<file path="src/logic/cpu_pkg.sv">
package cpu_pkg;

    typedef logic [31:0] word_t;
    typedef logic [4:0]  reg_addr_t;

    localparam word_t RESET_PC = 32'h0000_0000;
    localparam int    NUM_REGS = 32;

    // primary opcodes
    localparam logic [5:0] OP_SPECIAL = 6'h00;
    localparam logic [5:0] OP_BEQ     = 6'h04;
    localparam logic [5:0] OP_BNE     = 6'h05;
    localparam logic [5:0] OP_ADDIU   = 6'h09;
    localparam logic [5:0] OP_ORI     = 6'h0d;
    localparam logic [5:0] OP_LUI     = 6'h0f;
    localparam logic [5:0] OP_LW      = 6'h23;
    localparam logic [5:0] OP_SW      = 6'h2b;

    // funct field under OP_SPECIAL
    localparam logic [5:0] FN_ADDU = 6'h21;
    localparam logic [5:0] FN_SUBU = 6'h23;
    localparam logic [5:0] FN_AND  = 6'h24;
    localparam logic [5:0] FN_OR   = 6'h25;
    localparam logic [5:0] FN_XOR  = 6'h26;
    localparam logic [5:0] FN_SLT  = 6'h2a;

    typedef enum logic [2:0] {
        ALU_ADD,
        ALU_SUB,
        ALU_AND,
        ALU_OR,
        ALU_XOR,
        ALU_SLT,
        ALU_LUI
    } alu_op_t;

    // register write request, also used for forwarding
    typedef struct packed {
        logic      we;
        reg_addr_t addr;
        word_t     data;
    } wb_t;

    typedef struct packed {
        alu_op_t   alu_op;
        word_t     op_a;
        word_t     op_b;
        word_t     store_data;
        logic      is_load;
        logic      is_store;
        logic      we;
        reg_addr_t dest;
    } id_ex_t;

    typedef struct packed {
        word_t     result;
        word_t     store_data;
        logic      is_load;
        logic      is_store;
        logic      we;
        reg_addr_t dest;
    } ex_mem_t;

    typedef wb_t mem_wb_t;

    typedef struct packed {
        logic hold_pc;
        logic hold_ifid;
        logic bubble_idex;
        logic freeze_all;
    } stall_t;

endpackage

</file>
<file path="src/logic/fetch_unit.sv">
`timescale 1ns/1ps

module fetch_unit (
    input  logic              clk,
    input  logic              rst_n_i,
    input  cpu_pkg::stall_t   stall_i,
    input  logic              branch_taken_i,
    input  cpu_pkg::word_t    branch_target_i,
    input  cpu_pkg::word_t    rom_data_i,
    output cpu_pkg::word_t    rom_addr_o,
    output logic              rom_ce_o,
    output cpu_pkg::word_t    id_pc_o,
    output cpu_pkg::word_t    id_inst_o
);

    cpu_pkg::word_t pc;
    logic           ce;
    logic           pc_hold;
    logic           ifid_hold;

    assign pc_hold   = stall_i.hold_pc | stall_i.freeze_all;
    assign ifid_hold = stall_i.hold_ifid | stall_i.freeze_all;

    // fetch enable comes up one clock after reset release
    always_ff @(posedge clk or negedge rst_n_i) begin
        if (!rst_n_i) begin
            ce <= 1'b0;
            pc <= cpu_pkg::RESET_PC;
        end else begin
            ce <= 1'b1;
            if (ce && !pc_hold) begin
                if (branch_taken_i) begin
                    pc <= branch_target_i;
                end else begin
                    pc <= pc + 32'd4;
                end
            end
        end
    end

    // IF/ID register, NOP until fetch is running
    always_ff @(posedge clk or negedge rst_n_i) begin
        if (!rst_n_i) begin
            id_pc_o   <= cpu_pkg::RESET_PC;
            id_inst_o <= '0;
        end else if (!ifid_hold) begin
            id_pc_o   <= pc;
            id_inst_o <= ce ? rom_data_i : '0;
        end
    end

    assign rom_addr_o = pc;
    assign rom_ce_o   = ce;

endmodule

</file>
<file path="src/logic/reg_file.sv">
`timescale 1ns/1ps

module reg_file (
    input  logic               clk,
    input  logic               rst_n_i,
    input  cpu_pkg::reg_addr_t raddr1_i,
    input  cpu_pkg::reg_addr_t raddr2_i,
    input  cpu_pkg::wb_t       wb_i,
    output cpu_pkg::word_t     rdata1_o,
    output cpu_pkg::word_t     rdata2_o
);

    cpu_pkg::word_t regs [cpu_pkg::NUM_REGS];

    always_ff @(posedge clk or negedge rst_n_i) begin
        if (!rst_n_i) begin
            for (int i = 0; i < cpu_pkg::NUM_REGS; i++) begin
                regs[i] <= '0;
            end
        end else if (wb_i.we && wb_i.addr != '0) begin
            regs[wb_i.addr] <= wb_i.data;
        end
    end

    // $0 is hardwired, same-cycle write passes through
    assign rdata1_o = (raddr1_i == '0) ? '0 :
                      (wb_i.we && wb_i.addr == raddr1_i) ? wb_i.data : regs[raddr1_i];

    assign rdata2_o = (raddr2_i == '0) ? '0 :
                      (wb_i.we && wb_i.addr == raddr2_i) ? wb_i.data : regs[raddr2_i];

endmodule

</file>
<file path="src/logic/decode_stage.sv">
`timescale 1ns/1ps

module decode_stage (
    input  cpu_pkg::word_t     pc_i,
    input  cpu_pkg::word_t     inst_i,
    input  cpu_pkg::word_t     rdata1_i,
    input  cpu_pkg::word_t     rdata2_i,
    output cpu_pkg::reg_addr_t raddr1_o,
    output cpu_pkg::reg_addr_t raddr2_o,
    input  cpu_pkg::wb_t       ex_fwd_i,
    input  logic               ex_is_load_i,
    input  cpu_pkg::wb_t       mem_fwd_i,
    input  logic               stall_bus_i,
    output logic               branch_taken_o,
    output cpu_pkg::word_t     branch_target_o,
    output cpu_pkg::stall_t    stall_o,
    output cpu_pkg::id_ex_t    id_ex_o
);

    logic [5:0]         opcode;
    logic [5:0]         funct;
    cpu_pkg::reg_addr_t rs;
    cpu_pkg::reg_addr_t rt;
    cpu_pkg::reg_addr_t rd;
    logic [15:0]        imm;
    cpu_pkg::word_t     imm_sext;
    cpu_pkg::word_t     imm_zext;
    cpu_pkg::word_t     rs_val;
    cpu_pkg::word_t     rt_val;
    logic               use_rs;
    logic               use_rt;
    logic               is_beq;
    logic               is_bne;
    logic               load_use;

    // newest producer wins: execute, then memory, then regfile
    function automatic cpu_pkg::word_t fwd_sel(
        input cpu_pkg::reg_addr_t addr,
        input cpu_pkg::word_t     rf_data,
        input cpu_pkg::wb_t       ex_fwd,
        input cpu_pkg::wb_t       mem_fwd
    );
        cpu_pkg::word_t val;
        if (addr == '0) begin
            val = '0;
        end else if (ex_fwd.we && ex_fwd.addr == addr) begin
            val = ex_fwd.data;
        end else if (mem_fwd.we && mem_fwd.addr == addr) begin
            val = mem_fwd.data;
        end else begin
            val = rf_data;
        end
        return val;
    endfunction

    assign opcode   = inst_i[31:26];
    assign rs       = inst_i[25:21];
    assign rt       = inst_i[20:16];
    assign rd       = inst_i[15:11];
    assign imm      = inst_i[15:0];
    assign funct    = inst_i[5:0];
    assign imm_sext = {{16{imm[15]}}, imm};
    assign imm_zext = {16'h0000, imm};

    assign raddr1_o = rs;
    assign raddr2_o = rt;

    assign rs_val = fwd_sel(rs, rdata1_i, ex_fwd_i, mem_fwd_i);
    assign rt_val = fwd_sel(rt, rdata2_i, ex_fwd_i, mem_fwd_i);

    always_comb begin
        id_ex_o            = '0;
        id_ex_o.alu_op     = cpu_pkg::ALU_ADD;
        id_ex_o.op_a       = rs_val;
        id_ex_o.op_b       = rt_val;
        id_ex_o.store_data = rt_val;
        use_rs             = 1'b0;
        use_rt             = 1'b0;
        is_beq             = 1'b0;
        is_bne             = 1'b0;
        case (opcode)
            cpu_pkg::OP_SPECIAL: begin
                use_rs       = 1'b1;
                use_rt       = 1'b1;
                id_ex_o.we   = 1'b1;
                id_ex_o.dest = rd;
                case (funct)
                    cpu_pkg::FN_ADDU: id_ex_o.alu_op = cpu_pkg::ALU_ADD;
                    cpu_pkg::FN_SUBU: id_ex_o.alu_op = cpu_pkg::ALU_SUB;
                    cpu_pkg::FN_AND:  id_ex_o.alu_op = cpu_pkg::ALU_AND;
                    cpu_pkg::FN_OR:   id_ex_o.alu_op = cpu_pkg::ALU_OR;
                    cpu_pkg::FN_XOR:  id_ex_o.alu_op = cpu_pkg::ALU_XOR;
                    cpu_pkg::FN_SLT:  id_ex_o.alu_op = cpu_pkg::ALU_SLT;
                    default: begin
                        // unsupported funct, NOP included
                        use_rs       = 1'b0;
                        use_rt       = 1'b0;
                        id_ex_o.we   = 1'b0;
                        id_ex_o.dest = '0;
                    end
                endcase
            end
            cpu_pkg::OP_ADDIU: begin
                use_rs       = 1'b1;
                id_ex_o.op_b = imm_sext;
                id_ex_o.we   = 1'b1;
                id_ex_o.dest = rt;
            end
            cpu_pkg::OP_ORI: begin
                use_rs         = 1'b1;
                id_ex_o.alu_op = cpu_pkg::ALU_OR;
                id_ex_o.op_b   = imm_zext;
                id_ex_o.we     = 1'b1;
                id_ex_o.dest   = rt;
            end
            cpu_pkg::OP_LUI: begin
                id_ex_o.alu_op = cpu_pkg::ALU_LUI;
                id_ex_o.op_b   = imm_zext;
                id_ex_o.we     = 1'b1;
                id_ex_o.dest   = rt;
            end
            cpu_pkg::OP_LW: begin
                use_rs          = 1'b1;
                id_ex_o.op_b    = imm_sext;
                id_ex_o.is_load = 1'b1;
                id_ex_o.we      = 1'b1;
                id_ex_o.dest    = rt;
            end
            cpu_pkg::OP_SW: begin
                use_rs           = 1'b1;
                use_rt           = 1'b1;
                id_ex_o.op_b     = imm_sext;
                id_ex_o.is_store = 1'b1;
            end
            cpu_pkg::OP_BEQ: begin
                use_rs = 1'b1;
                use_rt = 1'b1;
                is_beq = 1'b1;
            end
            cpu_pkg::OP_BNE: begin
                use_rs = 1'b1;
                use_rt = 1'b1;
                is_bne = 1'b1;
            end
            default: begin
            end
        endcase
    end

    // branch resolved here, delay slot is already in fetch
    assign branch_taken_o  = (is_beq && rs_val == rt_val) || (is_bne && rs_val != rt_val);
    assign branch_target_o = pc_i + 32'd4 + {{14{imm[15]}}, imm, 2'b00};

    // load in execute feeding a source of this instruction
    assign load_use = ex_is_load_i && ex_fwd_i.addr != '0 &&
                      ((use_rs && rs == ex_fwd_i.addr) || (use_rt && rt == ex_fwd_i.addr));

    // bus freeze overrides the load-use bubble
    assign stall_o.freeze_all  = stall_bus_i;
    assign stall_o.hold_pc     = load_use & ~stall_bus_i;
    assign stall_o.hold_ifid   = load_use & ~stall_bus_i;
    assign stall_o.bubble_idex = load_use & ~stall_bus_i;

endmodule

</file>
<file path="src/logic/execute_stage.sv">
`timescale 1ns/1ps

module execute_stage (
    input  cpu_pkg::id_ex_t  id_ex_i,
    output cpu_pkg::ex_mem_t ex_mem_o,
    output cpu_pkg::wb_t     fwd_o
);

    cpu_pkg::word_t result;

    always_comb begin
        case (id_ex_i.alu_op)
            cpu_pkg::ALU_ADD: result = id_ex_i.op_a + id_ex_i.op_b;
            cpu_pkg::ALU_SUB: result = id_ex_i.op_a - id_ex_i.op_b;
            cpu_pkg::ALU_AND: result = id_ex_i.op_a & id_ex_i.op_b;
            cpu_pkg::ALU_OR:  result = id_ex_i.op_a | id_ex_i.op_b;
            cpu_pkg::ALU_XOR: result = id_ex_i.op_a ^ id_ex_i.op_b;
            cpu_pkg::ALU_SLT: begin
                result = {31'd0, $signed(id_ex_i.op_a) < $signed(id_ex_i.op_b)};
            end
            cpu_pkg::ALU_LUI: result = id_ex_i.op_b << 16;
            default:          result = '0;
        endcase
    end

    // for LW/SW the ADD above is base plus offset
    assign ex_mem_o.result     = result;
    assign ex_mem_o.store_data = id_ex_i.store_data;
    assign ex_mem_o.is_load    = id_ex_i.is_load;
    assign ex_mem_o.is_store   = id_ex_i.is_store;
    assign ex_mem_o.we         = id_ex_i.we;
    assign ex_mem_o.dest       = id_ex_i.dest;

    // a load has no data yet, so it cannot forward from here
    assign fwd_o.we   = id_ex_i.we & ~id_ex_i.is_load;
    assign fwd_o.addr = id_ex_i.dest;
    assign fwd_o.data = result;

endmodule

</file>
<file path="src/logic/pipe_stage_reg.sv">
`timescale 1ns/1ps

module pipe_stage_reg #(
    parameter type payload_t = logic
) (
    input  logic     clk,
    input  logic     rst_n_i,
    input  logic     hold_i,
    input  logic     bubble_i,
    input  payload_t d_i,
    output payload_t q_o
);

    // all-zero payload is a NOP
    always_ff @(posedge clk or negedge rst_n_i) begin
        if (!rst_n_i) begin
            q_o <= '0;
        end else if (hold_i) begin
            q_o <= q_o;
        end else if (bubble_i) begin
            q_o <= '0;
        end else begin
            q_o <= d_i;
        end
    end

endmodule

</file>
<file path="src/logic/mem_stage.sv">
`timescale 1ns/1ps

module mem_stage (
    input  cpu_pkg::ex_mem_t ex_mem_i,
    input  cpu_pkg::word_t   ram_data_i,
    output cpu_pkg::word_t   ram_addr_o,
    output cpu_pkg::word_t   ram_data_o,
    output logic             ram_re_o,
    output logic             ram_we_o,
    output cpu_pkg::mem_wb_t mem_wb_o
);

    // RAM answers in the same cycle
    assign ram_addr_o = ex_mem_i.result;
    assign ram_data_o = ex_mem_i.store_data;
    assign ram_re_o   = ex_mem_i.is_load;
    assign ram_we_o   = ex_mem_i.is_store;

    // also the memory-stage forwarding value
    assign mem_wb_o.we   = ex_mem_i.we;
    assign mem_wb_o.addr = ex_mem_i.dest;
    assign mem_wb_o.data = ex_mem_i.is_load ? ram_data_i : ex_mem_i.result;

endmodule

</file>
<file path="src/logic/cpu_top.sv">
`timescale 1ns/1ps

module cpu_top (
    input  logic           clk,
    input  logic           rst_n_i,

    output cpu_pkg::word_t rom_addr_o,
    output logic           rom_ce_o,
    input  cpu_pkg::word_t rom_data_i,

    output cpu_pkg::word_t ram_addr_o,
    output cpu_pkg::word_t ram_data_o,
    output logic           ram_re_o,
    output logic           ram_we_o,
    input  cpu_pkg::word_t ram_data_i,

    input  logic           stall_bus_i
);

    cpu_pkg::stall_t    stall;
    logic               branch_taken;
    cpu_pkg::word_t     branch_target;

    cpu_pkg::word_t     id_pc;
    cpu_pkg::word_t     id_inst;

    cpu_pkg::reg_addr_t raddr1;
    cpu_pkg::reg_addr_t raddr2;
    cpu_pkg::word_t     rdata1;
    cpu_pkg::word_t     rdata2;

    cpu_pkg::id_ex_t    id_ex_d;
    cpu_pkg::id_ex_t    id_ex_q;
    cpu_pkg::ex_mem_t   ex_mem_d;
    cpu_pkg::ex_mem_t   ex_mem_q;
    cpu_pkg::mem_wb_t   mem_wb_d;
    cpu_pkg::mem_wb_t   mem_wb_q;
    cpu_pkg::wb_t       ex_fwd;

    // input side
    fetch_unit fetch_instance (
        .clk,
        .rst_n_i,
        .stall_i         (stall),
        .branch_taken_i  (branch_taken),
        .branch_target_i (branch_target),
        .rom_data_i,
        .rom_addr_o,
        .rom_ce_o,
        .id_pc_o         (id_pc),
        .id_inst_o       (id_inst)
    );

    // processing part
    decode_stage decode_instance (
        .pc_i            (id_pc),
        .inst_i          (id_inst),
        .rdata1_i        (rdata1),
        .rdata2_i        (rdata2),
        .raddr1_o        (raddr1),
        .raddr2_o        (raddr2),
        .ex_fwd_i        (ex_fwd),
        .ex_is_load_i    (id_ex_q.is_load),
        .mem_fwd_i       (mem_wb_d),
        .stall_bus_i,
        .branch_taken_o  (branch_taken),
        .branch_target_o (branch_target),
        .stall_o         (stall),
        .id_ex_o         (id_ex_d)
    );

    reg_file reg_file_instance (
        .clk,
        .rst_n_i,
        .raddr1_i (raddr1),
        .raddr2_i (raddr2),
        .wb_i     (mem_wb_q),
        .rdata1_o (rdata1),
        .rdata2_o (rdata2)
    );

    pipe_stage_reg #(.payload_t(cpu_pkg::id_ex_t)) idex_reg (
        .clk,
        .rst_n_i,
        .hold_i   (stall.freeze_all),
        .bubble_i (stall.bubble_idex),
        .d_i      (id_ex_d),
        .q_o      (id_ex_q)
    );

    execute_stage execute_instance (
        .id_ex_i  (id_ex_q),
        .ex_mem_o (ex_mem_d),
        .fwd_o    (ex_fwd)
    );

    // output side
    pipe_stage_reg #(.payload_t(cpu_pkg::ex_mem_t)) exmem_reg (
        .clk,
        .rst_n_i,
        .hold_i   (stall.freeze_all),
        .bubble_i (1'b0),
        .d_i      (ex_mem_d),
        .q_o      (ex_mem_q)
    );

    mem_stage mem_instance (
        .ex_mem_i   (ex_mem_q),
        .ram_data_i,
        .ram_addr_o,
        .ram_data_o,
        .ram_re_o,
        .ram_we_o,
        .mem_wb_o   (mem_wb_d)
    );

    pipe_stage_reg #(.payload_t(cpu_pkg::mem_wb_t)) memwb_reg (
        .clk,
        .rst_n_i,
        .hold_i   (stall.freeze_all),
        .bubble_i (1'b0),
        .d_i      (mem_wb_d),
        .q_o      (mem_wb_q)
    );

endmodule

</file>
<file path="config.mk">
export PLATFORM = sky130hd
export DESIGN_NAME = cpu_top
export DESIGN_NICKNAME = d
export VERILOG_FILES = /design/src/logic/cpu_pkg.sv /design/src/logic/fetch_unit.sv /design/src/logic/reg_file.sv /design/src/logic/decode_stage.sv /design/src/logic/execute_stage.sv /design/src/logic/pipe_stage_reg.sv /design/src/logic/mem_stage.sv /design/src/logic/cpu_top.sv
export SDC_FILE = /design/constraint.sdc
export NUM_CORES = 2
export LEC_CHECK = 0
export BUFFER_PORTS_ARGS = -buffer_cell sky130_fd_sc_hd__buf_2
export CAP_MARGIN = 20
export CORE_MARGIN = 1.5
export CORE_UTILIZATION = 45
export CTS_BUF_LIST = sky130_fd_sc_hd__clkbuf_8
export DETAILED_ROUTE_END_ITERATION = 10
export HOLD_SLACK_MARGIN = 0.05
export PLACE_DENSITY_LB_ADDON = 0.2
export REMOVE_ABC_BUFFERS = 1
export SETUP_SLACK_MARGIN = 0.4
export SLEW_MARGIN = 25
export SYNTH_ARGS = -nofsm -noshare
export SYNTH_HDL_FRONTEND = slang
export SYNTH_SLANG_ARGS = --single-unit
</file>
<file path="constraint.sdc">
create_clock -name clk -period 8.4 [get_ports clk]
set_clock_uncertainty 0.1 [all_clocks]
set_input_delay 0.84 -clock clk [delete_from_list [all_inputs] [get_ports clk]]
set_output_delay 0.84 -clock clk [all_outputs]
set_load 0.02 [all_outputs]
</file>
# After elaboration in Yosys (flattened, before gate mapping)
# Cells that the tools add are included.
[word_totals] out_inout_bits=99 regBits=1338 input_bits=67
[classes] reduce_logical=30 add_sub_neg=5 eq_ne=29 bitwise_logic=11 n_lt_le_gt_ge=5 mux=34
[ops] cell="bitwise mux 1024 bit" n=1
[ops] cell="two-way mux 32 bit" n=16
[ops] cell="binary-select mux 32 bit (select 5 bit)" n=2
[ops] cell="case mux 32 bit (7 select lines)" n=1
[ops] cell="demux 32 bit (select 5 bit)" n=1
[ops] cell="two-way mux 107 bit" n=1
[ops] cell="adder 32 x 3 -> 32 bit, second input constant" n=2
[ops] cell="adder 32 bit" n=2
[ops] cell="case mux 32 bit (2 select lines)" n=1
[ops] cell="equality test 6 bit, second input constant" n=8
[ops] cell="equality test 5 bit" n=8
[ops] cell="AND 32 bit" n=1
[ops] cell="equality test 32 bit" n=1
[ops] cell="less-than comparator 32 bit" n=1
[ops] cell="inequality test 32 bit" n=1
[ops] cell="bitwise OR 32 bit" n=1
[ops] cell="subtractor 32 bit" n=1
[ops] cell="XOR 32 bit" n=1
[ops] cell="equality test 6 x 4 -> 1 bit, second input constant" n=3
[ops] cell=">= comparator 6 bit, second input constant" n=3
[ops] cell="inverter 5 -> 6 bit" n=3
[ops] cell="logical AND 1 bit" n=15
[ops] cell="case mux 3 bit (5 select lines)" n=1
[ops] cell="equality test 6 x 3 -> 1 bit, second input constant" n=2
[ops] cell="other kinds (22)" n=37

# Logic depth before layout (Yosys ltp)
[logic_depth] ltp_word=12 ltp_mapped=22 mapped_depth_nobuf=19

# Hierarchy
# A second synthesis with hierarchy kept.
[hier_totals] cells_unflattened=6961 hier_area_um2=80412.1
[modules_own_cells] module="reg_file" cells_per_inst=3749 area_each_um2=54536.1 n_inst=1
[modules_own_cells] module="execute_stage" cells_per_inst=863 area_each_um2=5776.8 n_inst=1
[modules_own_cells] module="decode_stage" cells_per_inst=775 area_each_um2=5188.7 n_inst=1
[modules_own_cells] module="fetch_unit" cells_per_inst=529 area_each_um2=4595.7 n_inst=1
[modules_own_cells] module="pipe_stage_reg at idex_reg" cells_per_inst=462 area_each_um2=4488.1 n_inst=1
[modules_own_cells] module="pipe_stage_reg at exmem_reg" cells_per_inst=311 area_each_um2=3072.9 n_inst=1
[modules_own_cells] module="pipe_stage_reg at memwb_reg" cells_per_inst=163 area_each_um2=1665.3 n_inst=1
[modules_own_cells] module="mem_stage" cells_per_inst=108 area_each_um2=1084.8 n_inst=1
[modules_own_cells] module="cpu_top" cells_per_inst=1 area_each_um2=3.8 n_inst=1

# Worst setup path after synthesis
# Ideal clock, no wire load.
[synth_path] kind="reg2reg" start="register idex_reg.q_o[40] in the netlist's numbering" end="register fetch_instance.pc[29], in the netlist fetch_instance.rom_addr_o[29]" path_stages_with_launch=18 n_path_buf=0 arrival_ns=4.567 setup_slack_ns=3.612 cell_sequence="dfrtp_1 > ha_1 > fa_1 > a211oi_2 > o21ai_2 > a21oi_4 > o31ai_4 > a31oi_4 > or3b_1 > o31ai_1 > a221oi_2 > a211o_1 > xnor2_1 > or4_1 > nor4_4 > a21oi_2 > or4_1 > o211a_1"
[synth_via] elab_chain_len=8
[synth_lines] item="start: declaration" line_no="pipe_stage_reg.sv:11" rtl="output payload_t q_o"
[synth_lines] item="start signal: assignment" line_no="pipe_stage_reg.sv:19" rtl="q_o <= q_o;"
[synth_lines] item="start signal: assignment" line_no="pipe_stage_reg.sv:23" rtl="q_o <= d_i;"
[synth_lines] item="subtractor 32 bit (tied with other cells)" line_no="execute_stage.sv:14" rtl="cpu_pkg::ALU_SUB: result = id_ex_i.op_a - id_ex_i.op_b;"
[synth_lines] item="case mux 32 bit (7 select lines) (*)" line_no="execute_stage.sv:12" rtl="case (id_ex_i.alu_op)"
[synth_lines] item="two-way mux 32 bit" line_no="decode_stage.sv:46" rtl="end else if (ex_fwd.we && ex_fwd.addr == addr) begin"
[synth_lines] item="two-way mux 32 bit" line_no="decode_stage.sv:44" rtl="if (addr == '0) begin"
[synth_lines] item="equality test 32 bit / inequality test 32 bit (equally long branches)" line_no="decode_stage.sv:151" rtl="assign branch_taken_o = (is_beq && rs_val == rt_val) || (is_bne && rs_val != rt_val);"
[synth_lines] item="logical AND 1 bit" line_no="decode_stage.sv:151"
[synth_lines] item="logical OR 1 bit (*)" line_no="decode_stage.sv:151"
[synth_lines] item="two-way mux 32 bit (*)" line_no="fetch_unit.sv:32" rtl="if (branch_taken_i) begin"
[synth_lines] item="end signal: assignment" line_no="fetch_unit.sv:28" rtl="pc <= cpu_pkg::RESET_PC;"
[synth_lines] item="end signal: assignment" line_no="fetch_unit.sv:33" rtl="pc <= branch_target_i;"
[synth_lines] item="end signal: assignment" line_no="fetch_unit.sv:35" rtl="pc <= pc + 32'd4;"
[synth_lines] item="end: declaration" line_no="fetch_unit.sv:16" rtl="cpu_pkg::word_t pc;"
# Every way passes the cells marked *; elsewhere a longest branch is shown, timed or not.
# A chain may end at the register's enable or synchronous reset.

# Worst setup path after layout
[layout_path] start="register idex_reg.q_o[84] in the netlist's numbering" end="register fetch_instance.pc[21], in the netlist fetch_instance.rom_addr_o[21]"
# The elaborated chain is that of the path after synthesis.

==> run metrics <==
Starting Density=0.452; die area=177000 um^2; Synth Area in Compound Gates=0.107; via count=60600; wire per inst=32.0 um; largest net degree at the start of global routing=174; worst-margin pin slew=1.18 ns; WL final=approximately 300000 um; die span in y=~420 um; Max H-tree Level=4; GR Util All Layers=0.332; Max Freq=139 MHz; synthesis-to-finish area growth=10.1%; crit path buf inv count=1; slowest cell delay on critical path=a little over 0.8 ns; CTS tree=done; share of flip-flops with an asynchronous set or reset=1.00; min-delay worst type=input pin to register; sequential fraction of the synthesis area=0.426; HPWL after DPL=191000 um; Yosys cell types=108; Synth top cells by count=dfrtp_1, mux2_2, nand2_1; pwr/cell area=208 nW/um^2; Finish-stage setup viols=0; MaxCap Viol Count=0; largest family of logic cells by synthesized area=multiplexers; Die Span X=421 um; arrival time of the worst setup path=8.00 ns; most frequent cell after synthesis=dfrtp_1; Initial DRC Count=6934; drc violations=0; mapped cell area=between 70000 and 80000 um^2; Tcrit/Tclk final=0.855; CP dominant cell by count=a21oi_1; nets=6922; synthesized area per cell=about 12 um^2; simple-gate area share of the yosys netlist=0.0828; EDFF count, synth=0; core footprint=174000 um^2; crit start category=register; Req. time, crit path=9.22 ns; fin. max-slew vios=0; Main synth FF type=dfrtp_1; Yosys top cell area share=0.426; Slew HR=0.207; RSZ-0062 raised after global routing=false; static leakage=39.0 nW; vias in the first global route=60000; vias per cell=6.58; Worst IR Drop VDD=0.183 mV; cell family with most CP delay=compound AO/OA/AOI/OAI gates; Setup Buffers After CTS=0; sequential share of power=0.419; worst reg2reg setup slack=1.22 ns; Clock Power Share=0.335; Seq cells post-synth=1338; Setup TNS=0 ns; Cells after Synth=6677; initial antenna violation count=14; cells along the critical path=inv_1 -> ha_1 -> a21oi_1 -> o211ai_1 -> a21bo_2 -> a21oi_1 -> o21bai_1 -> a211o_1 -> o22ai_1 -> o32ai_1 -> xor2_1 -> nor4_1 -> nand4_1 -> nor4_4 -> a21o_1 -> nand2_2 -> o311ai_1; Clock Latency Late Sink=a little over 1 ns; CTS buffer count=225; crit-path max FO=23; Max Root-Sink Buffers=3; NetSw=6.60 mW; Total Power=18.0 mW; endpoint type of the worst setup path=register; Synth Area in XOR/XNOR=0.00825; CP max-delay cell=o22ai_1; Sw Ratio=0.367; status=complete, no violations; share of cells above drive strength 1=0.331; filler cell count=15500; Root Buffer=clkbuf_8; Tmin final=7.18 ns; IO Count=166; Synth area leaders=dfrtp_1, mux2_2, mux4_2; final hold violations=0; Logic pwr share=0.246; Yosys top cell by area=dfrtp_1; remaining global-route overflow=0; Std-Cell Rows=153; first-pass GRT wire length=427000 um; clock sinks=1338; CP Class=register to register; hold_buf cts=32; CTS clk-pin slew, worst paths=~0.070 ns; cts repair resizes=0; multiplexer share of the synthesized area=0.305; Cell Int Power=11.4 mW; YS warnings=0; final RePlAce weighted congestion=roughly 1; post-route ant nets=0; IO buf count=between 150 and 200; Adder-Cell Fraction of Synth Area=0.0280; drt first pass iters=6
==> path summary, 6_finish.rpt <==
kind / startpoint / to / cells after the start
worst max-delay path: idex_reg.q_o[84]$_DFFE_PN0N_ / fetch_instance.rom_addr_o[21]$_DFFE_PN0P_ / 17
worst min-delay path: rom_data_i[26] / fetch_instance.id_inst_o[26]$_DFFE_PN0N_ / 3
worst max register to register: idex_reg.q_o[84]$_DFFE_PN0N_ / fetch_instance.rom_addr_o[21]$_DFFE_PN0P_ / 17
worst min register to register: reg_file_instance.regs[1020]$_DFFE_PN0P_ / reg_file_instance.regs[1020]$_DFFE_PN0P_ / 0
max in group asynchronous: rst_n_i / reg_file_instance.regs[213]$_DFFE_PN0P_ / 4
min in group asynchronous: rst_n_i / exmem_reg.q_o[27]$_DFFE_PN0N_ / 2
==> registers in the layout, indices dropped and copies added, names as in the netlist <==
name	cells
memwb_reg.q_o	38
fetch_instance.id_inst_o	32
reg_file_instance.regs	1024
fetch_instance.rom_addr_o	32
fetch_instance.rom_ce_o	1
exmem_reg.q_o	72
fetch_instance.id_pc_o	32
idex_reg.q_o	107
==> per-stage QoR <==
stage	std cells	util	hold slack, ns	setup slack, ns	cell area (um^2)
final	9201	0.498	0.118	1.22	86500
after CTS	9190	0.498	0.0648	1.40	86400
after floorplan	6059	-	0.262	-7.03	75800
after global placement	8745	0.469	0.276	1.42	81400
after global routing	9193	0.498	0.108	0.986	86500
after detailed placement	8745	0.469	0.282	1.34	81500
==> tightest hold or removal path: stages <==
cell	delay [ns]
buf_2	0.10
nand3_1	0.16
nand2_1	0.07
==> logic make-up after synthesis <==
group,Yosys count
AOI/OAI and AO/OA,1240
xor gates and xnor gates,74
adders and majority gates,174
buffers and inverters,768
DFF,1338
muxes,1678
other,1
and+or+nand+nor,1404
==> cell usage in the layout, fill, tap and decap left out, types with 83 or more instances in the layout <==
| cell type | synthesis | layout |
|---|---|---|
| a21oi_1 | 198 | 197 |
| buf_2 | 99 | 163 |
| buf_4 | 53 | 182 |
| clkbuf_8 | 0 | 288 |
| dfrtp_1 | 1338 | 1315 |
| ha_1 | 171 | 171 |
| inv_1 | 145 | 232 |
| mux2_2 | 965 | 965 |
| mux2i_1 | 233 | 231 |
| mux4_2 | 478 | 478 |
| nand2_1 | 627 | 615 |
| nand3_1 | 123 | 122 |
| nor2_1 | 238 | 217 |
| nor3_1 | 87 | 83 |
| o21ai_0 | 358 | 355 |
==> cell type report <==
type	instances	area, um^2	share of cell area
Multi-Input combinational cell	4571	42000	0.485
Sequential cell	1338	33500	0.388
Clock buffer	288	3960	0.0458
Tap cell	2325	2910	0.0336
Timing Repair Buffer	395	2860	0.0330
Clock inverter	125	672	0.00777
Inverter	150	563	0.00651
Antenna cell	9	22.5	0.000260
==> power groups by stage <==
stage	combinational (mW)	sequential (mW)	clock (mW)
finish	4.42	7.53	6.03
global route	4.67	7.57	6.40
CTS	4.30	7.50	6.11
detailed placement	4.27	7.61	0
global placement	4.26	7.59	0
floorplan	2.26	7.63	0
==> layer usage <==
metal,track usage,part of all wire,up-vias
met4,0.196,0.067,10
met1,0.429,0.39,31400
li1,-,-,25000
met5,0,0.00024,-
met2,0.511,0.45,3178
met3,0.0758,0.087,921
Power figures use the tool's default switching activity.
